## config.mk

```make
export PLATFORM = sky130hd
export DESIGN_NAME = cartConfig
export DESIGN_NICKNAME = d
export VERILOG_FILES = /design/src/common/vsPkg.sv /design/src/hdl/cartConfig.sv
export SDC_FILE = /design/constraint.sdc
export NUM_CORES = 1
export LEC_CHECK = 0
export ABC_AREA = 0
export BUFFER_PORTS_ARGS = -buffer_cell sky130_fd_sc_hd__buf_2
export CELL_PAD_IN_SITES_DETAIL_PLACEMENT = 0
export CELL_PAD_IN_SITES_GLOBAL_PLACEMENT = 1
export CORE_MARGIN = 3
export CORE_UTILIZATION = 34
export DETAILED_ROUTE_END_ITERATION = 6
export GPL_TIMING_DRIVEN = 0
export HOLD_SLACK_MARGIN = 0.1
export PLACE_DENSITY_LB_ADDON = 0.1
export SYNTH_ARGS = -nofsm -noshare
export SYNTH_HDL_FRONTEND = slang
export SYNTH_SLANG_ARGS = --single-unit
```

## constraint.sdc

```tcl
create_clock -name clk_sys -period 3.77 [get_ports clk_sys]
set_input_delay 0.377 -clock clk_sys [delete_from_list [all_inputs] [get_ports clk_sys]]
set_output_delay 0.377 -clock clk_sys [all_outputs]
set_load 0.01 [all_outputs]
```

## src/common/vsPkg.sv

```systemverilog
////////////////////////////////////////////////////////////////////////////
// Types and constants shared by the arcade input and configuration blocks
// Scan codes are PS/2 set 2 make codes and the extended flag is not decoded
////////////////////////////////////////////////////////////////////////////
`default_nettype none

package vsPkg;

	// Memory and shifter sizes
	localparam int NV_DEPTH    = 2048;
	localparam int SHIFT_WIDTH = 8;
	localparam int DIP_BANKS   = 8;

	// Download stream indexes
	localparam logic [7:0] IDX_ROM0   = 8'd0;
	localparam logic [7:0] IDX_SETUP1 = 8'd1;
	localparam logic [7:0] IDX_SETUP2 = 8'd2;
	localparam logic [7:0] IDX_DIP    = 8'd254;

	// Keyboard scan codes
	localparam logic [7:0] KEY_START1   = 8'h16;
	localparam logic [7:0] KEY_START2   = 8'h1E;
	localparam logic [7:0] KEY_START3   = 8'h26;
	localparam logic [7:0] KEY_START4   = 8'h25;
	localparam logic [7:0] KEY_COIN1    = 8'h2E;
	localparam logic [7:0] KEY_COIN2    = 8'h36;
	localparam logic [7:0] KEY_COIN3    = 8'h3D;
	localparam logic [7:0] KEY_COIN4    = 8'h3E;
	localparam logic [7:0] KEY_SERVICE1 = 8'h46;
	localparam logic [7:0] KEY_SERVICE2 = 8'h45;
	localparam logic [7:0] KEY_UP       = 8'h75;
	localparam logic [7:0] KEY_DOWN     = 8'h72;
	localparam logic [7:0] KEY_LEFT     = 8'h6B;
	localparam logic [7:0] KEY_RIGHT    = 8'h74;
	localparam logic [7:0] KEY_A        = 8'h14;
	localparam logic [7:0] KEY_B        = 8'h11;

	// One USB pad, high bit first
	typedef struct packed {
		logic service;
		logic coin;
		logic start;
		logic select;
		logic b;
		logic a;
		logic up;
		logic down;
		logic left;
		logic right;
	} pad_t;

	// Held keyboard buttons
	typedef struct packed {
		logic [4:1] start;
		logic [4:1] coin;
		logic [2:1] service;
		logic       up;
		logic       down;
		logic       left;
		logic       right;
		logic       a;
		logic       b;
	} keyButtons_t;

	// Keyboard event as delivered by the host
	typedef struct packed {
		logic       toggle;
		logic       pressed;
		logic       extended;
		logic [7:0] code;
	} ps2Event_t;

	// One beat of the download stream
	typedef struct packed {
		logic        wr;
		logic [24:0] addr;
		logic [7:0]  index;
		logic [7:0]  data;
	} download_t;

	// Per-system setup byte, palette field doubles as PPU type
	typedef struct packed {
		logic       reverse;
		logic [2:0] mapper;
		logic [3:0] palette;
	} cartSetup_t;

	// Control outputs of one core
	typedef struct packed {
		logic strobe;
		logic partnerIrq;
		logic spareOut;
		logic nIn0;
		logic nIn1;
	} sysCtrl_t;

	// Battery RAM request of one core
	typedef struct packed {
		logic [10:0] addr;
		logic [7:0]  data;
		logic        wr;
	} nvPort_t;

endpackage

`default_nettype wire

```

## src/hdl/cartConfig.sv

```systemverilog
////////////////////////////////////////////////////////////////////////////
// Setup bytes and DIP banks are written only through the download stream
// Only DIP banks 0 and 1 reach the systems, the rest are kept for loading
////////////////////////////////////////////////////////////////////////////
`timescale 1ns/1ps
`default_nettype none

module cartConfig (
	input  logic              clk_sys,
	input  logic              reset,
	input  vsPkg::download_t  download,
	input  logic              paletteOverride,
	input  logic [2:0]        paletteSelect,
	output vsPkg::cartSetup_t setup1,
	output vsPkg::cartSetup_t setup2,
	output logic [3:0]        palette1,
	output logic [3:0]        palette2,
	output logic [7:0]        dipSwitch1,
	output logic [7:0]        dipSwitch2
);
	import vsPkg::*;

	// DIP switch banks
	logic [7:0] dipBank [DIP_BANKS];

	// Write decode
	logic setupWr1;
	logic setupWr2;
	logic dipWr;

	assign setupWr1 = download.wr && (download.index == IDX_SETUP1);
	assign setupWr2 = download.wr && (download.index == IDX_SETUP2);
	// Bank number is the low address, upper address must be zero
	assign dipWr = download.wr && (download.index == IDX_DIP)
		&& (download.addr < 25'(DIP_BANKS));

	//////////////////////////////////////////////////////////////////////////
	// Capture registers
	//////////////////////////////////////////////////////////////////////////

	always_ff @(posedge clk_sys) begin
		if (reset) begin
			setup1 <= '0;
			setup2 <= '0;
			for (int i = 0; i < DIP_BANKS; i++) begin
				dipBank[i] <= '0;
			end
		end else begin
			if (setupWr1) begin
				setup1 <= cartSetup_t'(download.data);
			end
			if (setupWr2) begin
				setup2 <= cartSetup_t'(download.data);
			end
			if (dipWr) begin
				dipBank[download.addr[$clog2(DIP_BANKS)-1:0]] <= download.data;
			end
		end
	end

	//////////////////////////////////////////////////////////////////////////
	// Outputs
	//////////////////////////////////////////////////////////////////////////

	// Override covers the first eight palettes only
	assign palette1 = paletteOverride ? {1'b0, paletteSelect} : setup1.palette;
	assign palette2 = paletteOverride ? {1'b0, paletteSelect} : setup2.palette;

	// Bank 0 to system 1, bank 1 to system 2
	assign dipSwitch1 = dipBank[0];
	assign dipSwitch2 = dipBank[1];

endmodule

`default_nettype wire

```

==> run_results.csv <==
group,metric,value,unit
sta,final_max_slew_viol_count,0,
clock_tree,clk-insertion-delay-late,280,ps
worst_setup_path,crit_buf_inv,2,
pwr,finalPower,0.000790,W
die,core,4470,sq um
synth,synth.yosys.seq_area_share,0.495,
worst_setup_path,critPathTopFamily,"compound AO/OA/AOI/OAI gates",
grt,grt_pass1_vias,1453,
cells_and_area,antenna-diode-count,0,
routing,wl,4.46,mm
sta,setup_tns,0,ps
synth,netlist_instances,161,
worst_setup_path,cp_cell_sequence,"buf_2 -> nor4_1 -> nand4_1 -> buf_2 -> o31ai_1",
clock_tree,cts_sinks,32,
pwr,p_per_area,355,nW/um^2
die,die_w,75.0,microns
routing,drtIter0Drc,68,
worst_setup_path,cp-end-kind,"register",
placed_design,io_buffer_count,86,
synth,ys_top_cells_by_count,"18 x nand4_1, 18 x o31ai_1, 16 x a21oi_1, 16 x dfxtp_1, 16 x edfxtp_1",
sta,layout_min_cycle_time,2610,ps
clock_tree,clk_pin_slew,70,ps
sta,rsz0062_at_grt,"no",
die,die_area,5620,sq um
die,num_rows,24,
grt,grt_max_degree,12,
routing,vias,1599,
synth,synth_top_cell_by_area,"edfxtp_1",
clock_tree,numCtsBuffers,5,
synth,synth_area_leaders,"edfxtp_1 30%, dfxtp_1 20%, o31ai_1 8.4%",
clock_tree,cts_resized,0,
synth,netlist_area,1620,sq um
grt,grt_overflow,0,
sta,period_share,0.693,
pwr,power_leakage,0.897,nW
grt,antenna_found_initial,0,
cells_and_area,layout-drive-gt1-share,0.439,
worst_setup_path,crit_path_max_incr_delay,1000,ps
sta,worst_pin_slew,1170,ps
die,ios,88,
outcome,outcome,"finished clean",
clock_tree,cts_htree_levels,2,
clock_tree,ctsHoldBuffers,0,
worst_setup_path,critPathArrivalTime,2510,ps
worst_setup_path,cpMostUsedCell,"buf_2",
cells_and_area,final_nets,302,
sta,clock.fmax,383,MHz
flow_run,maxCapViolCount,0,
grt,grtUsageTotal,0.163,
worst_setup_path,critPathLaunchType,"input port",
synth,ys_ff_latch,32,
worst_setup_path,crit_path_max_fanout,10,
routing,ant_nets,0,
die,die_h,75.0,microns
synth,synth_cell_types,25,
pwr,ir_drop,138,uV
sta,hold_violations,0,
routing,avgViaCountPerCell,5.21,
grt,grt_pass1_wl,6.82,mm
cells_and_area,area_growth,37.5,%
die,initial_utilization,0.362,
synth,synth_top_flop_cell,"edfxtp_1",
placed_design,hpwl,3.54,mm
routing,drc,0,
sta,maxSlewHeadroom,0.212,
worst_setup_path,worstSetupPathType,"in -> reg",
sta,skew,0,ps
sta,finalSetupViolCount,0,
synth,synth_nets,209,
routing,wl_per_cell,14.5,microns
synth,async_flop_share,0,
routing,drt_first_pass_iters,4,
worst_setup_path,crit_path_top_delay_cell,"o31ai_1",
synth,synth_edf_count,16,
clock_tree,clk_path_buf_depth,2,
synth,yosysWarnings,0,
hold_path,worstHoldPathType,"in -> reg",
worst_setup_path,crit_required,3670,ps
synth,synth_top_cell_area_share,0.297,
clock_tree,tritoncts,"done",
clock_tree,cts_setup_buffers,0,
placed_design,routabilityCongestion,0.756,
synth,avgSynthCellArea,10.0,sq um
clock_tree,root_buffer,"clkbuf_8",
registers in the layout, indices dropped and copies added, names as in the netlist:
name,cells
dipBank,16
setup1,8
setup2,8
per-stage QoR:
step	setup slack, ps	hold slack, ps	instance area (sq um)	util	cells
finish	1160	381	2220	0.497	307
global route	864	376	2220	0.497	307
CTS	1140	375	2220	0.497	307
detailed placement	835	464	2110	0.472	299
global placement	912	459	2110	0.472	299
floorplan	1450	493	1620	-	161
layout by cell type, fill, tap and decap left out:
master | synthesis | final
a21oi_1 | 16 | 16
and4b_1 | 1 | 1
and4bb_1 | 2 | 2
buf_1 | 3 | 3
buf_2 | 6 | 92
buf_4 | 1 | 1
buf_6 | 1 | 1
bufinv_16 | 0 | 1
clkbuf_1 | 5 | 5
clkbuf_8 | 0 | 5
clkinv_2 | 0 | 1
clkinvlp_4 | 0 | 1
dfxtp_1 | 16 | 16
edfxtp_1 | 16 | 16
inv_1 | 15 | 15
nand2_1 | 4 | 4
nand2b_1 | 2 | 2
nand4_1 | 18 | 18
nor2_1 | 1 | 1
nor2b_1 | 4 | 4
nor3_1 | 1 | 1
nor4_1 | 11 | 11
nor4_2 | 9 | 9
nor4b_1 | 1 | 1
nor4b_2 | 1 | 1
o21ai_0 | 6 | 6
o31ai_1 | 18 | 18
or3_1 | 2 | 2
or4b_1 | 1 | 1
power by group:
group / internal [W] / total (W) / leakage, nW / switching (W)
logic: 0.0000355 / 0.0000881 / 0.562 / 0.0000526
registers: 0.000373 / 0.000375 / 0.281 / 0.00000182
clock network: 0.000195 / 0.000327 / 0.0541 / 0.000131
kinds of logic after synthesis:
kind of cell / Yosys count / synth area share
AOI/OAI and AO/OA: 40 / 0.152
buffers and inverters: 31 / 0.0835
and+or+nand+nor: 58 / 0.270
DFF: 32 / 0.495
routing by layer:
layer | GRT usage | vias up | routed length, microns
li1 | - | 814 | -
met1 | 0.227 | 703 | 2110
met2 | 0.238 | 75 | 1870
met3 | 0.0481 | 7 | 416
met4 | 0.0593 | 0 | 62
met5 | 0 | - | 0
worst reg2reg max path, cell delays in order, from the launching register on:
cell,delay (ps)
dfxtp_1,370
o31ai_1,90
a21oi_1,140
area by class of cell:
type | count | area [sq um]
Buffer | 16 | 78.8
Clock buffer | 5 | 68.8
Clock inverter | 3 | 42.5
Fill cell | 437 | 2250
Inverter | 15 | 56.3
Multi-Input combinational cell | 98 | 682
Sequential cell | 32 | 801
Tap cell | 52 | 65.1
Timing Repair Buffer | 86 | 430
worst paths after layout:
path | from | end | slack [ps] | cells past startpoint
setup reg to reg | setup1[3] | setup1[3] | 3110 | 2
hold reg to reg | setup2[5] | setup2[5] | 470 | 2
hold / removal | download[3] | setup1[3] | 380 | 3
setup / recovery | download[22] | dipBank[1][0] | 1160 | 5
No activity file was read; power rests on OpenSTA's default activity.
