`config.mk`:
```
export PLATFORM = sky130hd
export DESIGN_NAME = keyboardDecoder
export DESIGN_NICKNAME = d
export VERILOG_FILES = /design/src/common/vsPkg.sv /design/src/hdl/keyboardDecoder.sv
export SDC_FILE = /design/constraint.sdc
export NUM_CORES = 1
export LEC_CHECK = 0
export BUFFER_PORTS_ARGS = -buffer_cell sky130_fd_sc_hd__buf_4
export CAP_MARGIN = 20
export CORE_AREA = 2 2 49 51
export CTS_CLUSTER_DIAMETER = 120
export DETAILED_ROUTE_END_ITERATION = 8
export DIE_AREA = 0 0 51 53
export GPL_TIMING_DRIVEN = 0
export PLACE_DENSITY = 0.7
export REMOVE_ABC_BUFFERS = 1
export SYNTH_ARGS = -nofsm -noshare
export SYNTH_HDL_FRONTEND = slang
export SYNTH_SLANG_ARGS = --single-unit
```
`constraint.sdc`:
```
create_clock -name clk_sys -period 1.16 [get_ports clk_sys]
set_clock_uncertainty 0.15 [all_clocks]
set_input_delay 0.116 -clock clk_sys [delete_from_list [all_inputs] [get_ports clk_sys]]
set_output_delay 0.116 -clock clk_sys [all_outputs]
set_load 0.005 [all_outputs]
```
`src/common/vsPkg.sv`:
```
////////////////////////////////////////////////////////////////////////////
// Types and constants shared by the arcade input and configuration blocks
// Scan codes are PS/2 set 2 make codes and the extended flag is not decoded
////////////////////////////////////////////////////////////////////////////
`default_nettype none

package vsPkg;

	// Memory and shifter sizes
	localparam int NV_DEPTH    = 2048;
	localparam int SHIFT_WIDTH = 8;
	localparam int DIP_BANKS   = 8;

	// Download stream indexes
	localparam logic [7:0] IDX_ROM0   = 8'd0;
	localparam logic [7:0] IDX_SETUP1 = 8'd1;
	localparam logic [7:0] IDX_SETUP2 = 8'd2;
	localparam logic [7:0] IDX_DIP    = 8'd254;

	// Keyboard scan codes
	localparam logic [7:0] KEY_START1   = 8'h16;
	localparam logic [7:0] KEY_START2   = 8'h1E;
	localparam logic [7:0] KEY_START3   = 8'h26;
	localparam logic [7:0] KEY_START4   = 8'h25;
	localparam logic [7:0] KEY_COIN1    = 8'h2E;
	localparam logic [7:0] KEY_COIN2    = 8'h36;
	localparam logic [7:0] KEY_COIN3    = 8'h3D;
	localparam logic [7:0] KEY_COIN4    = 8'h3E;
	localparam logic [7:0] KEY_SERVICE1 = 8'h46;
	localparam logic [7:0] KEY_SERVICE2 = 8'h45;
	localparam logic [7:0] KEY_UP       = 8'h75;
	localparam logic [7:0] KEY_DOWN     = 8'h72;
	localparam logic [7:0] KEY_LEFT     = 8'h6B;
	localparam logic [7:0] KEY_RIGHT    = 8'h74;
	localparam logic [7:0] KEY_A        = 8'h14;
	localparam logic [7:0] KEY_B        = 8'h11;

	// One USB pad, high bit first
	typedef struct packed {
		logic service;
		logic coin;
		logic start;
		logic select;
		logic b;
		logic a;
		logic up;
		logic down;
		logic left;
		logic right;
	} pad_t;

	// Held keyboard buttons
	typedef struct packed {
		logic [4:1] start;
		logic [4:1] coin;
		logic [2:1] service;
		logic       up;
		logic       down;
		logic       left;
		logic       right;
		logic       a;
		logic       b;
	} keyButtons_t;

	// Keyboard event as delivered by the host
	typedef struct packed {
		logic       toggle;
		logic       pressed;
		logic       extended;
		logic [7:0] code;
	} ps2Event_t;

	// One beat of the download stream
	typedef struct packed {
		logic        wr;
		logic [24:0] addr;
		logic [7:0]  index;
		logic [7:0]  data;
	} download_t;

	// Per-system setup byte, palette field doubles as PPU type
	typedef struct packed {
		logic       reverse;
		logic [2:0] mapper;
		logic [3:0] palette;
	} cartSetup_t;

	// Control outputs of one core
	typedef struct packed {
		logic strobe;
		logic partnerIrq;
		logic spareOut;
		logic nIn0;
		logic nIn1;
	} sysCtrl_t;

	// Battery RAM request of one core
	typedef struct packed {
		logic [10:0] addr;
		logic [7:0]  data;
		logic        wr;
	} nvPort_t;

endpackage

`default_nettype wire

```
`src/hdl/keyboardDecoder.sv`:
```
////////////////////////////////////////////////////////////////////////////
// Key events arrive as a toggle bit that flips once per event
// Extended flag ignored so keypad arrows act as cursor keys too
////////////////////////////////////////////////////////////////////////////
`timescale 1ns/1ps
`default_nettype none

module keyboardDecoder (
	input  logic               clk_sys,
	input  logic               reset,
	input  vsPkg::ps2Event_t   ps2Key,
	output vsPkg::keyButtons_t buttons
);
	import vsPkg::*;

	// Previous toggle for change detection
	logic lastToggle;
	logic keyEvent;

	assign keyEvent = ps2Key.toggle != lastToggle;

	always_ff @(posedge clk_sys) begin
		if (reset) begin
			lastToggle <= 1'b0;
			buttons    <= '0;
		end else begin
			lastToggle <= ps2Key.toggle;
			if (keyEvent) begin
				// Named button follows the pressed flag
				case (ps2Key.code)
					KEY_START1:   buttons.start[1]   <= ps2Key.pressed;
					KEY_START2:   buttons.start[2]   <= ps2Key.pressed;
					KEY_START3:   buttons.start[3]   <= ps2Key.pressed;
					KEY_START4:   buttons.start[4]   <= ps2Key.pressed;
					KEY_COIN1:    buttons.coin[1]    <= ps2Key.pressed;
					KEY_COIN2:    buttons.coin[2]    <= ps2Key.pressed;
					KEY_COIN3:    buttons.coin[3]    <= ps2Key.pressed;
					KEY_COIN4:    buttons.coin[4]    <= ps2Key.pressed;
					KEY_SERVICE1: buttons.service[1] <= ps2Key.pressed;
					KEY_SERVICE2: buttons.service[2] <= ps2Key.pressed;
					// Cursor block
					KEY_UP:       buttons.up         <= ps2Key.pressed;
					KEY_DOWN:     buttons.down       <= ps2Key.pressed;
					KEY_LEFT:     buttons.left       <= ps2Key.pressed;
					KEY_RIGHT:    buttons.right      <= ps2Key.pressed;
					// Ctrl and alt
					KEY_A:        buttons.a          <= ps2Key.pressed;
					KEY_B:        buttons.b          <= ps2Key.pressed;
					// Anything else leaves the buttons alone
					default: ;
				endcase
			end
		end
	end

endmodule

`default_nettype wire

```
==> metrics, run 1 <==
Reg-to-Reg End buttons[12]; Critical-path top delay cell dfxtp_4; WS Path Type flop to flop; Rel. slew slack 0.620; count of state elements after synthesis 17; Yosys warnings 0; Max stage delay on crit path between 300 and 400 ps; Hold WS 30.6 ps; area grow syn2layout 32.7%; CP Data Required Time 1160 ps; RSZ-0062 raised after global routing true; antenna fix cells 0; gr ovfl total 0; worst path cell trace xor2_4, buf_6, nand3_1, mux2i_1; GR Util met1 0.196; Bufs and invs on worst path 1; fin. max-slew vios 0; CORE AREA 2150 µm²; Synth cell types 18; layout cells sized above 1 0.350; Final Cycle Share 1.09; critical path depth 4; M3 GR Usage 0.0311; H-tree depth 1; number of CTS-inserted buffers 3; hpwl dp 1.26 mm; Hold Crit Endpoint buttons[4]; Hold Crit Start ps2Key[2]; drt wl/cell 13.0 µm; R2R setup slack -100 ps; drt pass-1 iters 4; Fmax achieved 0.793 GHz; final setup violation count 16; area fraction of the dominant cell type after synthesis 0.377; Via-to-Cell Ratio 5.14; register area share after synthesis 0.377; die height 53 µm; I/O pin total 29; reg2reg start lastToggle; Top Usage Layer GRT met2; cell family with most CP delay flip-flops; clock slew at reported path FFs 100 ps; Placer Congestion 0.820; CP max FO 10; worst-margin pin slew 570 ps; Clock Tree Root clkbuf_4; GRT Overall Usage 0.161; clock sinks 17; Setup WS post-layout -101 ps; IO buf count 27; Max-Cap Viols 0; fin crit period ~1300 ps; synthesized area 903 µm²; vias in the first global route just over 700; Post-Syn Area per Cell 10.3 µm²; die width 51 µm; outcome complete, but fails checks; failing checks setup timing; Vias 760; nets 134; worst hold path cell count 4; WP data arrival 1260 ps; row count 17; Final Hold Vio Count 0; CTS tree yes; P per Cell Area 884 nW/µm²; initial antenna violation count 0; GR Util met2 0.260; worst reg2reg path depth 4; clock network latency to the later pin of the worst-skew pair between 200 and 300 ps; total leakage power 0.563 nW; worst hold path class primary input to flop; drt total wl 1.92 mm; Die ar. roughly 2700 µm²; Syn Inst Count 88; pin count of the biggest net entering global routing 19; nature of the critical path startpoint flop; DRC viols 0; VDD IR max 0.604 mV; post-synth top area cell dfxtp_1; nature of the critical path endpoint flop; Post-DRT Antenna Nets 0; main area contributors after synthesis dfxtp_1 38%, mux2i_1 18%, nand2b_1 10%, nand3_1 6.6%, and4bb_2 4.2%; first-pass GRT wire length around 3.2 mm; initial core utilization 0.421; initial drt markers 11; Max clock buf depth 2; Layout Utilization 0.558
-- worst min-delay path, delay by kind of cell --
kind	cells	cell delay [ps]
buffers and inverters	1	110
multiplexers	1	70
AND/OR/NAND/NOR	2	140
-- power by group --
part / internal, mW / total, mW / switching (mW)
sequential: 0.585 / 0.588 / 0.00321
combinational: 0.0804 / 0.155 / 0.0745
clock: 0.134 / 0.317 / 0.183
total: 0.799 / 1.06 / 0.261
-- routing by layer --
layer  vias up  part of all wire
met5         -                 0
met4         0             0.030
met3         7             0.057
met2        23              0.46
met1       348              0.45
li1        382                 -
-- flip-flops by register name, indices dropped and copies added (netlist names) --
register and count:
buttons 16, lastToggle 1
-- timing repair --
action                                  in CTS  in global routing
buffers inserted                             2                  1
hold endpoints to repair                     1                  0
resized for setup                            4                  1
endpoints found under the setup margin      16                 16
pin swaps                                    1                  1
hold buffers                                 2                  0
-- worst max-delay path by stage --
stage / slack, ps / from / to
after floorplan: -170 / lastToggle / buttons[10]
after global placement: -340 / lastToggle / buttons[0]
after detailed placement: -350 / lastToggle / buttons[10]
after CTS: -70 / lastToggle / buttons[12]
after global routing: -180 / lastToggle / buttons[13]
final: -100 / lastToggle / buttons[12]
-- synthesized netlist by cell type --
| cell | count |
|---|---|
| nor4b_2 | 2 |
| or2b_2 | 2 |
| nor2_1 | 1 |
| buf_6 | 2 |
| and4b_1 | 3 |
| and4bb_2 | 3 |
| nand3_1 | 12 |
| clkbuf_4 | 1 |
| dfxtp_1 | 17 |
| mux2i_1 | 16 |
| nor4b_1 | 2 |
| nand2b_1 | 15 |
| nor2b_1 | 5 |
| clkbuf_1 | 1 |
| nand4_1 | 3 |
| nand4b_1 | 1 |
| xor2_2 | 1 |
| nand2_1 | 1 |
-- cell families (layout without fill, tap and decap cells) --
family / Yosys count / count (layout) / synth area share
xor gates and xnor gates: 1 / 1 / 0.0180
buffers and inverters: 4 / 36 / 0.0374
and+or+nand+nor: 50 / 50 / 0.391
muxes: 16 / 16 / 0.177
DFF: 17 / 17 / 0.377
-- per-stage QoR --
step                total power, mW  instances  instance area (µm²)  worst slack (ps)  setup TNS, ps
floorplan                     0.657         84                  870              -169          -2420
global placement              0.721        139                 1110              -337          -4990
detailed placement            0.723        139                 1110              -346          -5080
CTS                            1.07        147                 1190             -66.5           -785
global route                   1.11        148                 1200              -181          -2460
finish                         1.06        148                 1200              -101          -1280
-- placed cells by master (no fill, tap or decap), types with 3 or more instances in the layout --
cell type  count
and4b_1        3
and4bb_2       3
buf_4         28
clkbuf_4       3
dfxtp_1       16
mux2i_1       16
nand2b_1      15
nand3_1       12
nand4_1        3
nor2b_1        5
-- final cells by class --
type | instances | area (µm²)
Clock buffer | 4 | 26.3
Timing Repair Buffer | 32 | 253
Fill cell | 202 | 950
Tap cell | 28 | 35.0
Sequential cell | 17 | 344
Multi-Input combinational cell | 67 | 541
No activity file was read; power rests on OpenSTA's default activity.
==> inputs of run 2 (changes only) <==
--- a/config.mk
+++ b/config.mk
@@ -7,10 +7,10 @@
 export LEC_CHECK = 0
 export BUFFER_PORTS_ARGS = -buffer_cell sky130_fd_sc_hd__buf_4
 export CAP_MARGIN = 20
-export CORE_AREA = 2 2 49 51
+export CORE_AREA = 2 2 48 50
 export CTS_CLUSTER_DIAMETER = 120
 export DETAILED_ROUTE_END_ITERATION = 8
-export DIE_AREA = 0 0 51 53
+export DIE_AREA = 0 0 50 52
 export GPL_TIMING_DRIVEN = 0
 export PLACE_DENSITY = 0.7
 export REMOVE_ABC_BUFFERS = 1
==> constraint.sdc (replaced) <==
create_clock -name clk_sys -period 1.5 [get_ports clk_sys]
set_clock_uncertainty 0.15 [all_clocks]
set_input_delay 0.15 -clock clk_sys [delete_from_list [all_inputs] [get_ports clk_sys]]
set_output_delay 0.15 -clock clk_sys [all_outputs]
set_load 0.005 [all_outputs]
==> metrics, run 2 (synthesis gave the netlist of run 1 again) <==
drt wl/cell ~12 µm; reg2reg start lastToggle; Reg with most FFs buttons; worst hold path class primary input to flop; critical path depth 4; I/O pin total 29; initial antenna violation count 0; vias in the first global route 670; nature of the critical path endpoint flop; antenna fix cells 0; Final Cell Area 1180 µm²; fin crit period between 1000 and 1500 ps; Critical-path top delay cell dlygate4sd3_1; Post-DRT Antenna Nets 0; pin count of the biggest net entering global routing 19; die width 50 µm; R2R setup slack 220 ps; drt pass-1 iters 4; CTS tree yes; clock network latency to the later pin of the worst-skew pair 290 ps; nature of the critical path startpoint primary input; Fmax achieved 0.682 GHz; initial drt markers 16; Clock Tree Root clkbuf_4; WP data arrival around 1500 ps; Vias around 740; Critical Path Source ps2Key[10]; Via-to-Cell Ratio just over 5; drt total wl 1.71 mm; DP Cell Count 139; Register Area 340 µm²; Rel. slew slack 0.639; Hold WS 60.4 ps; RSZ-0062 raised after global routing false; post-route insts no fill 146; worst-margin pin slew 542 ps; hpwl dp between 1 and 1.5 mm; P per Cell Area roughly 690 nW/µm²; layout cells sized above 1 0.331; clock slew at reported path FFs 100 ps; fin. max-slew vios 0; first-pass GRT wire length 2.95 mm; Layout Utilization 0.563; Final Hold Vio Count 0; total leakage power 0.556 nW; setup TNS 0 ps; cell family with most CP delay buffers and inverters; CP most frequent cell dlygate4sd3_1; Max-Cap Viols 0; area grow syn2layout 31.2%; most frequent cells in the layout 27 x buf_4, 17 x dfxtp_1, 16 x mux2i_1, 15 x nand2b_1, 12 x nand3_1; Final Cycle Share 0.978; Max stage delay on crit path 540 ps; GRT Overall Usage 0.149; nets ~130; die height 52 µm; H-tree depth 1; worst path cell trace dlygate4sd3_1, buf_4, nor2b_1, dlygate4sd3_1; Reg-to-Reg End buttons[0]; FILL cells 203; Placer Congestion 0.712; worst reg2reg path depth 4; outcome completed; biggest regs buttons: 16 flops, lastToggle: 1 flops; initial core utilization 0.429; gr ovfl total 0; Bufs and invs on worst path 3; Critical Path Sink lastToggle; clock sinks 17; CORE AREA between 2000 and 2500 µm²; placed cell area 1110 µm²; max reg flops 16; VDD IR max 0.399 mV; IO buf count 27; Max clock buf depth 2; area of the multi-input gates 541 µm²; CP max FO 2; row count 17; DRC viols 0; CP Data Required Time 1540 ps; WS Path Type primary input to flop; most common cell after layout, fill and taps aside buf_4; Die ar. between 2000 and 3000 µm²; number of CTS-inserted buffers 3; final setup violation count 0
==> run 2: cell types whose count changed in the layout (fill, tap and decap cells not counted) <==
cell	previous run	this run
buf_4	28	27
buf_12	0	1
dfxtp_1	16	17
dfxtp_4	1	0
buf_6	2	0
==> run 2: layer usage <==
| metal | vias to the layer above | part of all wire | GRT usage |
|---|---|---|---|
| met2 | 15 | 0.50 | 0.259 |
| met3 | 4 | 0.040 | 0.0345 |
| met1 | 343 | 0.44 | 0.174 |
| li1 | 376 | - | - |
| met4 | 0 | 0.013 | 0.0694 |
| met5 | - | 0 | 0 |
==> run 2: area by class of cell <==
class,count,share of cell area
multi-input combinational,67,0.456
sequential,17,0.287
timing repair buffer,30,0.205
tap,28,0.0296
clock buffer,4,0.0222
==> run 2: worst min-delay path by stage <==
stage | from | endpoint | slack (ps) | cells after the start
final | ps2Key[3] | buttons[4] | 60 | 4
after floorplan | reset | lastToggle | 70 | 1
after detailed placement | ps2Key[10] | lastToggle | 250 | 2
after CTS | ps2Key[2] | buttons[4] | 60 | 4
after global routing | ps2Key[4] | buttons[3] | 70 | 4
after global placement | ps2Key[10] | lastToggle | 240 | 2
==> run 2: per-stage QoR <==
stage / setup slack, ps / power (mW)
2_1_floorplan: 171 / 0.508
3_3_place_gp: 9.55 / 0.557
3_5_place_dp: 11.5 / 0.559
4_1_cts: 17.0 / 0.812
5_1_grt: 22.4 / 0.859
6_report: 33.4 / 0.816
==> run 2: what timing repair did <==
item,in CTS,in global routing
hold buffers,2,0
buffers inserted,0,1
hold endpoints to repair,1,0
gates resized for setup,1,0
setup endpoints to repair,6,16
cloned,0,0
==> run 2: power by group <==
part	internal, mW	switching, mW
logic	0.0592	0.0539
registers	0.453	0.00227
clock network	0.103	0.145
total	0.616	0.201
==> run 2: worst register-to-register path, stage by stage, from the launching register on <==
cell and delay (ps):
dfxtp_1 420, xor2_4 180, buf_12 150, nand4_1 110
mux2i_1 140
==> inputs of run 3 (changes only) <==
--- a/config.mk
+++ b/config.mk
@@ -7,10 +7,10 @@
 export LEC_CHECK = 0
 export BUFFER_PORTS_ARGS = -buffer_cell sky130_fd_sc_hd__buf_4
 export CAP_MARGIN = 20
-export CORE_AREA = 2 2 48 50
+export CORE_AREA = 2 2 49 51
 export CTS_CLUSTER_DIAMETER = 120
 export DETAILED_ROUTE_END_ITERATION = 8
-export DIE_AREA = 0 0 50 52
+export DIE_AREA = 0 0 51 53
 export GPL_TIMING_DRIVEN = 0
 export PLACE_DENSITY = 0.7
 export REMOVE_ABC_BUFFERS = 1
==> constraint.sdc (replaced) <==
create_clock -name clk_sys -period 1.33 [get_ports clk_sys]
set_clock_uncertainty 0.15 [all_clocks]
set_input_delay 0.133 -clock clk_sys [delete_from_list [all_inputs] [get_ports clk_sys]]
set_output_delay 0.133 -clock clk_sys [all_outputs]
set_load 0.005 [all_outputs]
==> metrics, run 3 (synthesis gave the netlist of run 1 again) <==
outcome completed; post-route insts no fill 147; Hold WS 52.6 ps; initial core utilization 0.421; drt wl/cell 12.7 µm; antenna fix cells 0; P per Cell Area 765 nW/µm²; Via-to-Cell Ratio around 5; CORE AREA 2150 µm²; DP Cell Count 139; Final Total Pwr 0.912 mW; fin. max-slew vios 0; area grow syn2layout 31.9%; Final Cell Area about 1200 µm²; Bufs and invs on worst path 1; Post-DRT Antenna Nets 0; die height 53 µm; fin crit period 1250 ps; Placer Congestion 0.820; nature of the critical path endpoint flop; number of CTS-inserted buffers 3; Final Hold Vio Count 0; die width between 50 and 60 µm; worst-margin pin slew approximately 550 ps; switching power total 0.219 mW; pin count of the biggest net entering global routing 19; Layout Utilization 0.554; Critical-path top delay cell dfxtp_4; RSZ-0062 raised after global routing true; Max clock buf depth 2; H-tree depth 1; total leakage power 0.558 nW; placed cell area 1110 µm²; row count 17; max reg flops 16; clock network latency to the later pin of the worst-skew pair around 280 ps; Max-Cap Viols 0; GRT Overall Usage 0.160; clock sinks 17; DRC viols 0; nature of the critical path startpoint flop; drt total wl 1.87 mm; worst hold path class primary input to flop; first-pass GRT wire length 3.21 mm; Final Cycle Share 0.940; Sw Share 0.240; layout cells sized above 1 0.345; clock slew at reported path FFs about 100 ps; Fmax achieved 0.800 GHz; vias in the first global route approximately 730; drt pass-1 iters 4; initial antenna violation count 0; Internal 0.693 mW; biggest regs buttons: 16 flops, lastToggle: 1 flops; IO buf count 27; Clock Tree Root clkbuf_4; gr ovfl total 0; Logic pwr share 0.141; cell family with most CP delay flip-flops; Max stage delay on crit path 380 ps; CP max FO 10; Rel. slew slack 0.631; Die ar. 2700 µm²; initial drt markers 6; Seq pwr share 0.562; CP Data Required Time 1320 ps; hpwl dp 1.26 mm; most common cell after layout, fill and taps aside buf_4; final setup violation count 0; CTS tree yes; worst path cell trace xor2_4, buf_6, nand3_1, mux2i_1; Vias roughly 740; VDD IR max 0.439 mV; nets 133; Reg with most FFs buttons; clock share of power 0.296; WP data arrival 1240 ps; WS Path Type flop to flop; I/O pin total 29; most frequent cells in the layout 27 x buf_4, 16 x mux2i_1, 16 x dfxtp_1, 15 x nand2b_1, 12 x nand3_1
==> run 3: final cells by class <==
cell class              instances  area, µm²
fillers                       206        957
multi-input cells              67        541
repair buffers                 31        245
well taps                      28       35.0
clock buffers                   4       26.3
flip-flops and latches         17        344
==> run 3: path summary, 6_finish.rpt <==
path,from,end,slack (ps),cells past startpoint
worst max register to register,lastToggle,buttons[12],80,4
worst min register to register,buttons[11],buttons[11],330,2
worst min-delay path,ps2Key[3],buttons[4],50,4
worst max-delay path,lastToggle,buttons[12],80,4
==> run 3: what timing repair did <==
item                                    in CTS  in global routing
hold buffers                                 2                  0
resized for setup                            1                  4
hold endpoints to repair                     1                  0
pin swaps                                    1                  0
buffers inserted                             2                  0
endpoints found under the setup margin      16                 14
==> run 3: routing by layer <==
metal	vias up	wire, µm	global-route usage
met2	16	906	0.271
met5	-	0	0
met4	0	26	0.0946
li1	379	-	-
met1	341	860	0.194
met3	2	80	0.0198
==> run 3: tightest hold or removal path, delay by kind of cell <==
family / cells / cell delay, ps
and+or+nand+nor: 2 / 130
buffers and inverters: 1 / 110
muxes: 1 / 70
==> run 3: stage by stage <==
stage	TNS [ps]	setup WS [ps]
after floorplan	0	1.08
after global placement	-2270	-167
after CTS	0	51.3
final	0	80.5
after global routing	-6.02	-6.02
after detailed placement	-2360	-176
==> run 3: power groups by stage <==
stage                     Sequential (mW)  Clock [mW]  Combinational [mW]
final                               0.513       0.270               0.129
after CTS                           0.513       0.289               0.124
after floorplan                     0.524           0              0.0492
after global routing                0.513       0.300               0.142
after global placement              0.524           0               0.105
after detailed placement            0.524           0               0.106
