**src/common/vsPkg.sv**
```systemverilog
////////////////////////////////////////////////////////////////////////////
// Types and constants shared by the arcade input and configuration blocks
// Scan codes are PS/2 set 2 make codes and the extended flag is not decoded
////////////////////////////////////////////////////////////////////////////
`default_nettype none

package vsPkg;

	// Memory and shifter sizes
	localparam int NV_DEPTH    = 2048;
	localparam int SHIFT_WIDTH = 8;
	localparam int DIP_BANKS   = 8;

	// Download stream indexes
	localparam logic [7:0] IDX_ROM0   = 8'd0;
	localparam logic [7:0] IDX_SETUP1 = 8'd1;
	localparam logic [7:0] IDX_SETUP2 = 8'd2;
	localparam logic [7:0] IDX_DIP    = 8'd254;

	// Keyboard scan codes
	localparam logic [7:0] KEY_START1   = 8'h16;
	localparam logic [7:0] KEY_START2   = 8'h1E;
	localparam logic [7:0] KEY_START3   = 8'h26;
	localparam logic [7:0] KEY_START4   = 8'h25;
	localparam logic [7:0] KEY_COIN1    = 8'h2E;
	localparam logic [7:0] KEY_COIN2    = 8'h36;
	localparam logic [7:0] KEY_COIN3    = 8'h3D;
	localparam logic [7:0] KEY_COIN4    = 8'h3E;
	localparam logic [7:0] KEY_SERVICE1 = 8'h46;
	localparam logic [7:0] KEY_SERVICE2 = 8'h45;
	localparam logic [7:0] KEY_UP       = 8'h75;
	localparam logic [7:0] KEY_DOWN     = 8'h72;
	localparam logic [7:0] KEY_LEFT     = 8'h6B;
	localparam logic [7:0] KEY_RIGHT    = 8'h74;
	localparam logic [7:0] KEY_A        = 8'h14;
	localparam logic [7:0] KEY_B        = 8'h11;

	// One USB pad, high bit first
	typedef struct packed {
		logic service;
		logic coin;
		logic start;
		logic select;
		logic b;
		logic a;
		logic up;
		logic down;
		logic left;
		logic right;
	} pad_t;

	// Held keyboard buttons
	typedef struct packed {
		logic [4:1] start;
		logic [4:1] coin;
		logic [2:1] service;
		logic       up;
		logic       down;
		logic       left;
		logic       right;
		logic       a;
		logic       b;
	} keyButtons_t;

	// Keyboard event as delivered by the host
	typedef struct packed {
		logic       toggle;
		logic       pressed;
		logic       extended;
		logic [7:0] code;
	} ps2Event_t;

	// One beat of the download stream
	typedef struct packed {
		logic        wr;
		logic [24:0] addr;
		logic [7:0]  index;
		logic [7:0]  data;
	} download_t;

	// Per-system setup byte, palette field doubles as PPU type
	typedef struct packed {
		logic       reverse;
		logic [2:0] mapper;
		logic [3:0] palette;
	} cartSetup_t;

	// Control outputs of one core
	typedef struct packed {
		logic strobe;
		logic partnerIrq;
		logic spareOut;
		logic nIn0;
		logic nIn1;
	} sysCtrl_t;

	// Battery RAM request of one core
	typedef struct packed {
		logic [10:0] addr;
		logic [7:0]  data;
		logic        wr;
	} nvPort_t;

endpackage

`default_nettype wire

```
**src/controller/controllerPort.sv**
```systemverilog
////////////////////////////////////////////////////////////////////////////
// Models the two 8-bit parallel-to-serial button shifters of one system
// nIN clocks are sampled on clk_sys so they must be slow against it
// Keyboard directions and A/B only reach the primary system
////////////////////////////////////////////////////////////////////////////
`timescale 1ns/1ps
`default_nettype none

module controllerPort (
	input  logic               clk_sys,
	input  logic               reset,
	input  vsPkg::sysCtrl_t    ctrl,
	input  logic               reverse,
	input  logic               joySwap,
	input  vsPkg::pad_t        padFirst,
	input  vsPkg::pad_t        padSecond,
	input  vsPkg::keyButtons_t keys,
	input  logic               primary,
	output logic [1:0]         serialData,
	output logic               coin1,
	output logic               coin2,
	output logic               service
);
	import vsPkg::*;

	// Pads feeding each port
	pad_t dirPad0;
	pad_t dirPad1;
	pad_t startPad0;
	pad_t startPad1;

	// Keyboard contribution
	logic       kbA;
	logic       kbB;
	logic       kbUp;
	logic       kbDown;
	logic       kbLeft;
	logic       kbRight;
	logic [1:0] kbStart;

	// Shifter state
	logic [SHIFT_WIDTH-1:0] loadValue [2];
	logic [SHIFT_WIDTH-1:0] shiftReg  [2];
	logic [1:0]             clkNow;
	logic [1:0]             clkLast;
	logic [1:0]             clkFall;

	//////////////////////////////////////////////////////////////////////////
	// Player mapping
	//////////////////////////////////////////////////////////////////////////

	// Stick and buttons follow reverse xor swap
	assign dirPad0 = (reverse == joySwap) ? padFirst : padSecond;
	assign dirPad1 = (reverse == joySwap) ? padSecond : padFirst;
	// Start and select follow swap only
	assign startPad0 = joySwap ? padSecond : padFirst;
	assign startPad1 = joySwap ? padFirst : padSecond;

	// Keyboard stick on primary port 0 only
	assign kbA     = primary & keys.a;
	assign kbB     = primary & keys.b;
	assign kbUp    = primary & keys.up;
	assign kbDown  = primary & keys.down;
	assign kbLeft  = primary & keys.left;
	assign kbRight = primary & keys.right;

	// Starts 1/2 on primary, 3/4 on the other
	assign kbStart = primary ? keys.start[2:1] : keys.start[4:3];

	// Shift order A, B, start, select, up, down, left, right
	assign loadValue[0] = {
		dirPad0.a | kbA,
		dirPad0.b | kbB,
		startPad0.start | kbStart[0],
		startPad0.select,
		dirPad0.up | kbUp,
		dirPad0.down | kbDown,
		dirPad0.left | kbLeft,
		dirPad0.right | kbRight
	};
	assign loadValue[1] = {
		dirPad1.a,
		dirPad1.b,
		startPad1.start | kbStart[1],
		startPad1.select,
		dirPad1.up,
		dirPad1.down,
		dirPad1.left,
		dirPad1.right
	};

	//////////////////////////////////////////////////////////////////////////
	// Cabinet signals
	//////////////////////////////////////////////////////////////////////////

	// Coin slots belong to the pads, not the player mapping
	assign coin1   = padFirst.coin | (primary ? keys.coin[1] : keys.coin[3]);
	assign coin2   = padSecond.coin | (primary ? keys.coin[2] : keys.coin[4]);
	assign service = padFirst.service | padSecond.service
		| (primary ? keys.service[1] : keys.service[2]);

	//////////////////////////////////////////////////////////////////////////
	// Shift registers
	//////////////////////////////////////////////////////////////////////////

	// Falling edge of the active-low clocks
	assign clkNow  = {ctrl.nIn1, ctrl.nIn0};
	assign clkFall = clkLast & ~clkNow;

	always_ff @(posedge clk_sys) begin
		if (reset) begin
			clkLast    <= '0;
			serialData <= '0;
			shiftReg   <= '{default: '0};
		end else begin
			clkLast <= clkNow;
			for (int p = 0; p < 2; p++) begin
				// Shift takes priority over a parallel load
				if (clkFall[p]) begin
					serialData[p] <= shiftReg[p][SHIFT_WIDTH-1];
					// Ones fill in behind the last button
					shiftReg[p] <= {shiftReg[p][SHIFT_WIDTH-2:0], 1'b1};
				end else if (ctrl.strobe) begin
					shiftReg[p] <= loadValue[p];
				end
			end
		end
	end

endmodule

`default_nettype wire

```
**config.mk**
```make
export PLATFORM = sky130hd
export DESIGN_NAME = controllerPort
export DESIGN_NICKNAME = d
export VERILOG_FILES = /design/src/common/vsPkg.sv /design/src/controller/controllerPort.sv
export SDC_FILE = /design/constraint.sdc
export NUM_CORES = 1
export LEC_CHECK = 0
export BUFFER_PORTS_ARGS = -buffer_cell sky130_fd_sc_hd__buf_4
export CAP_MARGIN = 20
export CORE_UTILIZATION = 53
export CTS_BUF_LIST = sky130_fd_sc_hd__clkbuf_8
export DETAILED_ROUTE_END_ITERATION = 10
export PLACE_DENSITY = 0.87
export SLEW_MARGIN = 20
export SYNTH_ARGS = -nofsm -noshare
export SYNTH_HDL_FRONTEND = slang
export SYNTH_SLANG_ARGS = --single-unit
```
**constraint.sdc**
```tcl
create_clock -name clk_sys -period 2.6 [get_ports clk_sys]
set_input_delay 0.26 -clock clk_sys [delete_from_list [all_inputs] [get_ports clk_sys]]
set_output_delay 0.26 -clock clk_sys [all_outputs]
set_load 0.1 [all_outputs]
```
==> results of run 1 <==
==> state kept, by name, indices dropped and copies added, names as in the netlist <==
| signal | cells |
|---|---|
| clkLast | 2 |
| serialData | 2 |
| shiftReg | 16 |
==> power by group <==
part | switching (W) | internal (W)
combinational | 0.000111 | 0.000105
sequential | 0.0000135 | 0.000331
clock | 0.0000999 | 0.000103
total | 0.000224 | 0.000539
==> Yosys cell counts <==
| library cell | number | area [sq um] |
|---|---|---|
| dfxtp_1 | 20 | 400 |
| or3_1 | 5 | 31.3 |
| nand2b_1 | 2 | 12.5 |
| a211oi_1 | 1 | 7.51 |
| mux2i_1 | 16 | 160 |
| o21ai_0 | 1 | 5.00 |
| nor2b_1 | 6 | 37.5 |
| xnor2_2 | 1 | 16.3 |
| nor4_1 | 3 | 18.8 |
| buf_1 | 1 | 3.75 |
| a221oi_2 | 1 | 15.0 |
| a311oi_1 | 2 | 17.5 |
| a221oi_1 | 4 | 35.0 |
| nor3_1 | 10 | 50.1 |
| a211oi_2 | 3 | 37.5 |
| nor3b_1 | 4 | 30.0 |
| and3_1 | 1 | 6.26 |
| buf_4 | 1 | 7.51 |
| mux2_2 | 2 | 22.5 |
| nand2_1 | 9 | 33.8 |
| a21oi_1 | 5 | 25.0 |
| or2_2 | 4 | 25.0 |
| nand3b_1 | 5 | 37.5 |
| and4_1 | 1 | 8.76 |
| nor2_1 | 10 | 37.5 |
| a211o_1 | 4 | 35.0 |
| buf_6 | 1 | 11.3 |
| inv_1 | 1 | 3.75 |
| xor2_2 | 1 | 16.3 |
| o31ai_1 | 5 | 37.5 |
| clkbuf_1 | 7 | 26.3 |
| buf_2 | 2 | 10.0 |
==> worst max-delay path, cell delays in order (launching register included) <==
cell,delay [ns]
dfxtp_1,0.32
nor2b_1,0.59
a221oi_1,0.17
a211oi_2,0.22
==> per-layer routing <==
metal / track usage / part of all wire
met5: 0 / 0
met4: 0.0810 / 0.0020
met3: 0.0309 / 0.054
met2: 0.462 / 0.52
met1: 0.328 / 0.43
==> stage by stage <==
stage | power, W | hold slack (ns) | worst slack [ns]
CTS | 0.000763 | 0.237 | 1.25
detailed placement | 0.000565 | 0.451 | 1.09
global route | 0.000799 | 0.272 | 1.08
finish | 0.000763 | 0.242 | 1.22
floorplan | 0.000488 | 0.388 | 1.04
global placement | 0.000558 | 0.445 | 1.12
==> area by class of cell <==
cell class | count | area, sq um | area share
clock buffers | 3 | 41.3 | 0.0257
well taps | 28 | 35.0 | 0.0218
inverters | 1 | 3.75 | 0.00233
flip-flops and latches | 20 | 400 | 0.249
multi-input cells | 106 | 759 | 0.472
repair buffers | 49 | 368 | 0.229
==> cell families after synthesis <==
| family | Yosys count | share of synthesized area |
|---|---|---|
| AOI/OAI and AO/OA | 26 | 0.176 |
| and+or+nand+nor | 60 | 0.269 |
| DFF | 20 | 0.328 |
| muxes | 18 | 0.149 |
| xor gates and xnor gates | 2 | 0.0266 |
| buffers and inverters | 13 | 0.0512 |
==> worst max-delay path by stage <==
stage / to / slack (ns) / depth (start not counted)
2_1_floorplan: service / 1.04 / 3
3_3_place_gp: shiftReg[10] / 1.12 / 4
5_1_grt: shiftReg[8] / 1.08 / 3
6_report: shiftReg[10] / 1.22 / 3
3_5_place_dp: shiftReg[14] / 1.09 / 4
4_1_cts: shiftReg[14] / 1.25 / 3
==> results by group, run 1 <==
Final layout
  – Fin util: 0.734
  – Fin cells: 207
  – Filler Cells Inserted: around 160
  – Share of layout cells above drive strength 1: 0.358
  – Final Net Count: 227
  – Commonest non-fill, non-tap cells in the layout: buf_4 (49), dfxtp_1 (20), mux2i_1 (16), nor2_1 (10), nor3_1 (10)
  – Commonest non-fill, non-tap cell in the layout: buf_4
  – Diode count: 0
  – Design area: ~1600 sq um
  – Area grow syn2layout: 31.5%

Global route
  – First-pass GRT wire length: 5040 um
  – GRT Util Overall: 0.263
  – Total grt overflow: 0
  – Number of global-route vias before repair: approximately 1200
  – Largest net degree at the start of global routing: 28
  – Initial antenna violation count: 0

Place
  – Post-DP Area: roughly 1600 sq um
  – Gpl congestion: 0.813
  – Placed cells: slightly above 200
  – I/O Buffers: 48
  – Post-DP HPWL: around 2200 um

Detailed routing
  – Routed wire length: ~3000 um
  – Vias: between 1000 and 1500
  – DR pass1 iterations: 5
  – DRC Markers: 0
  – Remaining antenna violation count: 0
  – Initial DRC Count: 18
  – Via density: 5.91
  – Avg WL per Cell: between 10 and 15 um

Timing
  – Final min period: roughly 1.4 ns
  – Fin crit share: 0.529
  – Fmax: a little over 0.7 GHz
  – RSZ-0062 raised after global routing: false
  – Fin. Hold Viols: 0
  – Slew headroom: 0.513
  – Final Slew Violations: 0
  – # setup viols final: 0
  – Worst slew pin tran: between 0.7 and 0.8 ns
  – Layout Skew: about 0.0010 ns
  – Setup_tns: 0 ns

Critical path
  – CP Max Fanout: 11
  – WP data required: between 2 and 3 ns
  – FF-to-FF End: shiftReg[10]
  – Critical path launch point: clkLast[0]
  – Setup CP Type: flop to flop
  – R2R Setup Slk: 1.22 ns
  – WP data arrival: 1.55 ns
  – Startpoint types: flop
  – R2r worst-path depth: 3
  – Worst R2R Start: clkLast[0]
  – Worst Setup End Kind: flop

CTS
  – Resized cells post-CTS: 0
  – Worst-Skew Late Latency: roughly 0.25 ns
  – Cts-stage hold buffer count: 0
  – # H-tree levels: 1
  – Clock Pin Slew Worst Setup and Hold Paths: 0.07 ns
  – CTS root buf: clkbuf_8
  – CTS max path bufs: 2
  – Clock sink count: 20
  – CTS tree: yes
  – Setup bufs post-CTS: 0
  – Num CTS Buffers: 3

Synth
  – Register area share after synthesis: 0.328
  – #FFs+latches synth: 20
  – Syn Nets: between 150 and 200
  – Syn avg cell area: 8.79 sq um
  – Syn. warnings: 0
  – Post-Synthesis Cells: about 140
  – Yosys cell types: 32
  – Syn Std Cell Area: roughly 1200 sq um

Pwr
  – Cell Pwr Density: 475 nW/um^2
  – P_leak: just over 0.7 nW
  – Maximum vdd ir drop: around 340 uV

Die
  – Core region area: 2190 sq um
  – Initial Utilization: 0.558
  – # rows: 17
  – Die X: 50.0 um
  – Die area: between 2000 and 3000 sq um
  – IO Pins: just over 50
  – Chip height: ~50 um

Run
  – MaxCap Viol Count: 0

Hold path
  – Hold endpoint: clkLast[1]
  – HP Start: ctrl[0]
  – Worst Hold Class: input port to flop
  – Number of cells on the worst hold path: 2

Status
  – Status: finished clean
No activity file was read; power rests on OpenSTA's default activity.
==> run 2, diff against run 1 <==
--- a/config.mk
+++ b/config.mk
@@ -5,12 +5,13 @@
 export SDC_FILE = /design/constraint.sdc
 export NUM_CORES = 1
 export LEC_CHECK = 0
+export ABC_AREA = 1
 export BUFFER_PORTS_ARGS = -buffer_cell sky130_fd_sc_hd__buf_4
 export CAP_MARGIN = 20
-export CORE_UTILIZATION = 53
+export CORE_UTILIZATION = 45
 export CTS_BUF_LIST = sky130_fd_sc_hd__clkbuf_8
 export DETAILED_ROUTE_END_ITERATION = 10
-export PLACE_DENSITY = 0.87
+export PLACE_DENSITY = 0.77
 export SLEW_MARGIN = 20
 export SYNTH_ARGS = -nofsm -noshare
 export SYNTH_HDL_FRONTEND = slang
==> constraint.sdc (replaced) <==
create_clock -name clk_sys -period 1.1 [get_ports clk_sys]
set_input_delay 0.11 -clock clk_sys [delete_from_list [all_inputs] [get_ports clk_sys]]
set_output_delay 0.11 -clock clk_sys [all_outputs]
set_load 0.1 [all_outputs]
==> results by group, run 2 <==
Pwr
  – P_leak: 0.947 nW
  – Switching share of power: 0.294
  – Cell Pwr Density: 1160 nW/um^2
  – Clock power share: 0.348
  – Part of the power in combinational logic: 0.274
  – Internal power: between 0.0015 and 0.002 W
  – Flop pwr share: 0.378
  – Maximum vdd ir drop: between 1500 and 2000 uV
  – Sw power: about 0.00063 W

Timing
  – Final Slew Violations: 0
  – Fin crit share: 0.939
  – Layout Skew: ~0.006 ns
  – WHS: about 0.07 ns
  – # setup viols final: 0
  – Worst slew pin tran: approximately 0.28 ns
  – Final min period: roughly 1.0 ns
  – Fmax: between 0.9 and 1 GHz
  – Setup_tns: 0 ns
  – RSZ-0062 raised after global routing: false
  – Fin. Hold Viols: 0
  – Slew headroom: 0.815

CTS
  – Cts-stage hold buffer count: 0
  – Clock Pin Slew Worst Setup and Hold Paths: around 0.08 ns
  – Num CTS Buffers: 3
  – CTS tree: yes
  – Worst-Skew Late Latency: roughly 0.27 ns
  – CTS max path bufs: 2
  – Clock sink count: 20
  – # H-tree levels: 1
  – CTS root buf: clkbuf_8

Place
  – Post-DP HPWL: around 2500 um
  – Gpl congestion: between 0.8 and 0.9
  – I/O Buffers: 48

Synth
  – Syn. warnings: 0
  – Post-synth EDFFs: 0
  – Register area share after synthesis: 0.303
  – Syn Std Cell Area: about 1300 sq um
  – Yosys top cell area share: 0.303
  – Syn avg cell area: about 6.3 sq um
  – Async set or reset register ratio after synthesis: 0
  – Post-Synthesis Cells: ~210
  – Post-synth top area cell: dfxtp_1
  – Yosys cell types: 26
  – Cell with the most instances after synthesis: nand2_1
  – #FFs+latches synth: 20
  – Syn Nets: between 200 and 300
  – Most used DFF post-synth: dfxtp_1
  – Ranking of synthesized cells by area: dfxtp_1 (30%), nand2_1 (13%), inv_1 (8.8%), nand3_1 (7.6%), nand2_4 (6.8%)
  – Most frequent cells after synthesis: nand2_1 (47), inv_1 (31), dfxtp_1 (20), nand3_1 (20), nor2_1 (18)

Die
  – # rows: 19
  – Initial Utilization: 0.479
  – Die X: 56.2 um
  – Die area: between 3000 and 4000 sq um
  – Chip height: approximately 56 um
  – IO Pins: slightly above 50
  – Core region area: around 2800 sq um

Detailed routing
  – Via density: 4.89
  – Remaining antenna violation count: 0
  – DR pass1 iterations: 4
  – DRC Markers: 0
  – Vias: roughly 1400
  – Routed wire length: 3220 um
  – Initial DRC Count: roughly 70
  – Avg WL per Cell: ~11 um

Global route
  – GRT Util Overall: 0.206
  – First-pass GRT wire length: approximately 5200 um
  – Largest net degree at the start of global routing: 17
  – Number of global-route vias before repair: approximately 1200
  – Initial antenna violation count: 0
  – Total grt overflow: 0

Hold path
  – Worst Hold Class: input port to flop
  – HP Start: ctrl[0]
  – Hold endpoint: clkLast[1]
  – Number of cells on the worst hold path: 3

Critical path
  – WP data required: about 1.3 ns
  – WP data arrival: around 1.2 ns
  – Worst Setup End Kind: flop
  – Worst R2R Start: clkLast[1]
  – FF-to-FF End: shiftReg[2]
  – R2r worst-path depth: 5
  – R2R Setup Slk: around 0.067 ns
  – Setup CP Type: flop to flop
  – Startpoint types: flop
  – CP Max Fanout: 7

Status
  – Status: finished clean

Run
  – MaxCap Viol Count: 0

Final layout
  – Final Net Count: 307
  – Commonest non-fill, non-tap cell in the layout: buf_4
  – Diode count: 0
  – Share of layout cells above drive strength 1: 0.373
  – Max reg flops: 16
  – Reg with most FFs: shiftReg
  – Commonest non-fill, non-tap cells in the layout: buf_4 (49), nand2_1 (43), inv_1 (31), nor2_1 (17)
  – Filler Cells Inserted: roughly 280
  – Regs by FF count: shiftReg: 16 flops, clkLast: 2 flops, serialData: 2 flops
  – Area grow syn2layout: 38.4%
## run 2: logic make-up (layout without fill, tap and decap cells)
group	after synthesis	after routing	synth area share
and+or+nand+nor	101	101	0.376
buffers and inverters	48	97	0.149
AOI/OAI and AO/OA	42	42	0.172
DFF	20	20	0.303
## run 2: cell type report
type,count,area (sq um),area share
clock buffers,3,41.3,0.0226
clock inverters,1,30.0,0.0164
inverters,44,174,0.0951
multi-input cells,143,772,0.422
flip-flops and latches,20,405,0.222
well taps,31,38.8,0.0212
repair buffers,49,368,0.201
## run 2: worst max-delay path by stage
stage,startpoint,endpoint,slack (ns),cells past startpoint
3_5_place_dp,clkLast[0],shiftReg[15],0.04,6
4_1_cts,clkLast[0],shiftReg[13],0.03,5
3_3_place_gp,clkLast[0],shiftReg[13],0.07,5
2_1_floorplan,serialData[1],serialData[1],0.12,2
6_report,clkLast[1],shiftReg[2],0.07,5
5_1_grt,clkLast[0],shiftReg[15],0.004,6
## run 2: through the flow
stage	worst slack, ns	utilization	total power [W]	area (sq um)	std cells
2_1_floorplan	0.119	-	0.00118	1330	211
3_3_place_gp	0.0695	0.618	0.00137	1710	286
3_5_place_dp	0.0444	0.618	0.00138	1710	286
4_1_cts	0.0320	0.644	0.00211	1780	290
5_1_grt	0.00421	0.663	0.00224	1830	291
6_report	0.0673	0.663	0.00213	1830	291
## run 2: worst max-delay path, cell delays in order, from the launching register on
cell and delay, ns:
dfxtp_2 0.33, nand2_4 0.09, inv_4 0.06, nor2_4 0.23
nand3_1 0.12, a21oi_1 0.13
## run 2: power by group through the flow
| stage | clock network, W | registers [W] | logic, W |
|---|---|---|---|
| floorplan | 0 | 0.000844 | 0.000337 |
| global placement | 0 | 0.000820 | 0.000553 |
| detailed placement | 0 | 0.000821 | 0.000559 |
| CTS | 0.000744 | 0.000805 | 0.000560 |
| global route | 0.000781 | 0.000811 | 0.000643 |
| finish | 0.000740 | 0.000805 | 0.000584 |
## run 2: what timing repair did
item / in CTS / in global routing
buffers inserted: 0 / 1
gates resized for setup: 0 / 14
setup endpoints to repair: 0 / 8
## run 2: layer usage
layer | global-route usage | vias to the layer above | wire (um)
met5 | 0 | - | 0
met1 | 0.285 | 622 | 1460
met2 | 0.337 | 38 | 1570
met4 | 0.0174 | 0 | 10
li1 | - | 759 | -
met3 | 0.0512 | 3 | 169
==> run 3, diff against run 2 <==
--- a/config.mk
+++ b/config.mk
@@ -6,12 +6,12 @@
 export NUM_CORES = 1
 export LEC_CHECK = 0
 export ABC_AREA = 1
-export BUFFER_PORTS_ARGS = -buffer_cell sky130_fd_sc_hd__buf_4
 export CAP_MARGIN = 20
-export CORE_UTILIZATION = 45
+export CORE_UTILIZATION = 59
 export CTS_BUF_LIST = sky130_fd_sc_hd__clkbuf_8
 export DETAILED_ROUTE_END_ITERATION = 10
-export PLACE_DENSITY = 0.77
+export DONT_BUFFER_PORTS = 1
+export PLACE_DENSITY = 0.78
 export SLEW_MARGIN = 20
 export SYNTH_ARGS = -nofsm -noshare
 export SYNTH_HDL_FRONTEND = slang
==> results by group, run 3 (synthesis results as in run 2) <==
Status
  – Status: finished clean

Final layout
  – Diode count: 0
  – Fin cells: around 250
  – Max reg flops: 16
  – Final Net Count: 270
  – Share of layout cells above drive strength 1: 0.225
  – Area of the multi-input gates: between 700 and 800 sq um
  – FF/Latch Area: just over 400 sq um
  – Regs by FF count: shiftReg: 16 flops, clkLast: 2 flops, serialData: 2 flops
  – Commonest non-fill, non-tap cells in the layout: nand2_1 (44), inv_1 (31), nor2_1 (18), nand3_1 (17), dfxtp_1 (17)
  – Reg with most FFs: shiftReg
  – Filler Cells Inserted: approximately 150
  – Area grow syn2layout: 19.0%
  – Commonest non-fill, non-tap cell in the layout: nand2_1

Critical path
  – R2r worst-path depth: 5
  – WP data required: 1.29 ns
  – CP Max Fanout: 7
  – Crit-path max cell delay: approximately 0.33 ns
  – Critical path cell sequence: nand2_4, inv_4, nor2_4, nand3_1, a21oi_1
  – CP Buf/Inv Count: 1
  – Top delay family on crit path: simple AND/OR/NAND/NOR gates
  – Slowest CP cell: dfxtp_1
  – Worst Setup End Kind: flop
  – Setup CP Type: flop to flop
  – Startpoint types: flop
  – Crit path depth: 5
  – Critical path launch point: clkLast[1]
  – Worst R2R Start: clkLast[1]
  – WP data arrival: between 1 and 1.5 ns

Detailed routing
  – Vias: around 1400
  – Routed wire length: between 3000 and 4000 um
  – DR pass1 iterations: 4
  – Via density: 5.54
  – Remaining antenna violation count: 0
  – DRC Markers: 0
  – Avg WL per Cell: around 14 um
  – Initial DRC Count: 56

Timing
  – Final Slew Violations: 0
  – Worst slew pin tran: roughly 0.56 ns
  – RSZ-0062 raised after global routing: true
  – Fmax: around 0.92 GHz
  – # setup viols final: 0
  – Slew headroom: 0.626
  – Layout Skew: around 0.0015 ns
  – Fin. Hold Viols: 0
  – Final min period: about 1.1 ns
  – Fin crit share: 0.988

Die
  – Die area: 2430 sq um
  – # rows: 16
  – IO Pins: 51
  – Initial Utilization: 0.647
  – Core region area: between 2000 and 2500 sq um
  – Die X: 49.3 um
  – Chip height: 49.3 um

Global route
  – Largest net degree at the start of global routing: 16
  – Total grt overflow: 0
  – Initial antenna violation count: 0
  – Number of global-route vias before repair: ~1300
  – GRT Util Overall: 0.286
  – First-pass GRT wire length: approximately 5400 um

CTS
  – Clock sink count: 20
  – Clock Pin Slew Worst Setup and Hold Paths: 0.07 ns
  – CTS tree: yes
  – Worst-Skew Late Latency: 0.26 ns
  – CTS max path bufs: 2
  – Num CTS Buffers: 3
  – CTS root buf: clkbuf_8
  – # H-tree levels: 1

Place
  – Post-DP HPWL: approximately 2400 um
  – Placed cells: ~240
  – Gpl congestion: around 0.84
  – I/O Buffers: 0

Hold path
  – HP Start: primary
  – Number of cells on the worst hold path: 2
  – Worst Hold Class: input port to flop

Run
  – MaxCap Viol Count: 0

Pwr
  – Overall power: 0.00178 W
  – P_leak: 0.782 nW
  – Cell Pwr Density: about 1100 nW/um^2
  – Maximum vdd ir drop: between 1000 and 1500 uV
## run 3: final timing paths
check,endpoint,slack (ns)
worst max-delay path,shiftReg[2],0.01
worst min-delay path,shiftReg[8],0.009
worst max register to register,shiftReg[2],0.01
worst min register to register,serialData[1],0.46
## run 3: what timing repair did
item / in CTS / in global routing
resized for setup: 0 / 15
hold buffers: 3 / 0
endpoints found under the hold margin: 15 / 0
setup buffers: 0 / 4
setup endpoints to repair: 0 / 9
## run 3: area by class of cell
cell class	count	share of cell area
clock buffers	3	0.0263
repair buffers	12	0.0979
flip-flops and latches	20	0.257
well taps	27	0.0215
inverters	44	0.112
multi-input cells	143	0.485
## run 3: stage by stage
step            util  hold slack, ns  cell area, sq um  setup TNS, ns  worst slack (ns)
2_1_floorplan      -           0.236              1330              0             0.119
3_3_place_gp   0.699           0.182              1430              0            0.0930
3_5_place_dp   0.699           0.183              1430              0            0.0455
4_1_cts        0.734          0.0519              1500              0           0.00967
5_1_grt        0.770          0.0247              1570        -0.0446           -0.0168
6_report       0.770         0.00906              1570              0            0.0132
## run 3: power by group
group	total, W	leakage (nW)	internal, W	switching (W)
clock	0.000480	0.0216	0.000244	0.000236
sequential	0.000810	0.167	0.000781	0.0000284
combinational	0.000494	0.594	0.000178	0.000316
total	0.00178	0.782	0.00120	0.000580
## run 3: per-layer routing
metal	vias up	track usage	wire, um
met5	-	0	0
met4	0	0.0637	70
met3	12	0.0717	248
met2	66	0.553	1780
met1	621	0.304	1380
li1	681	-	-
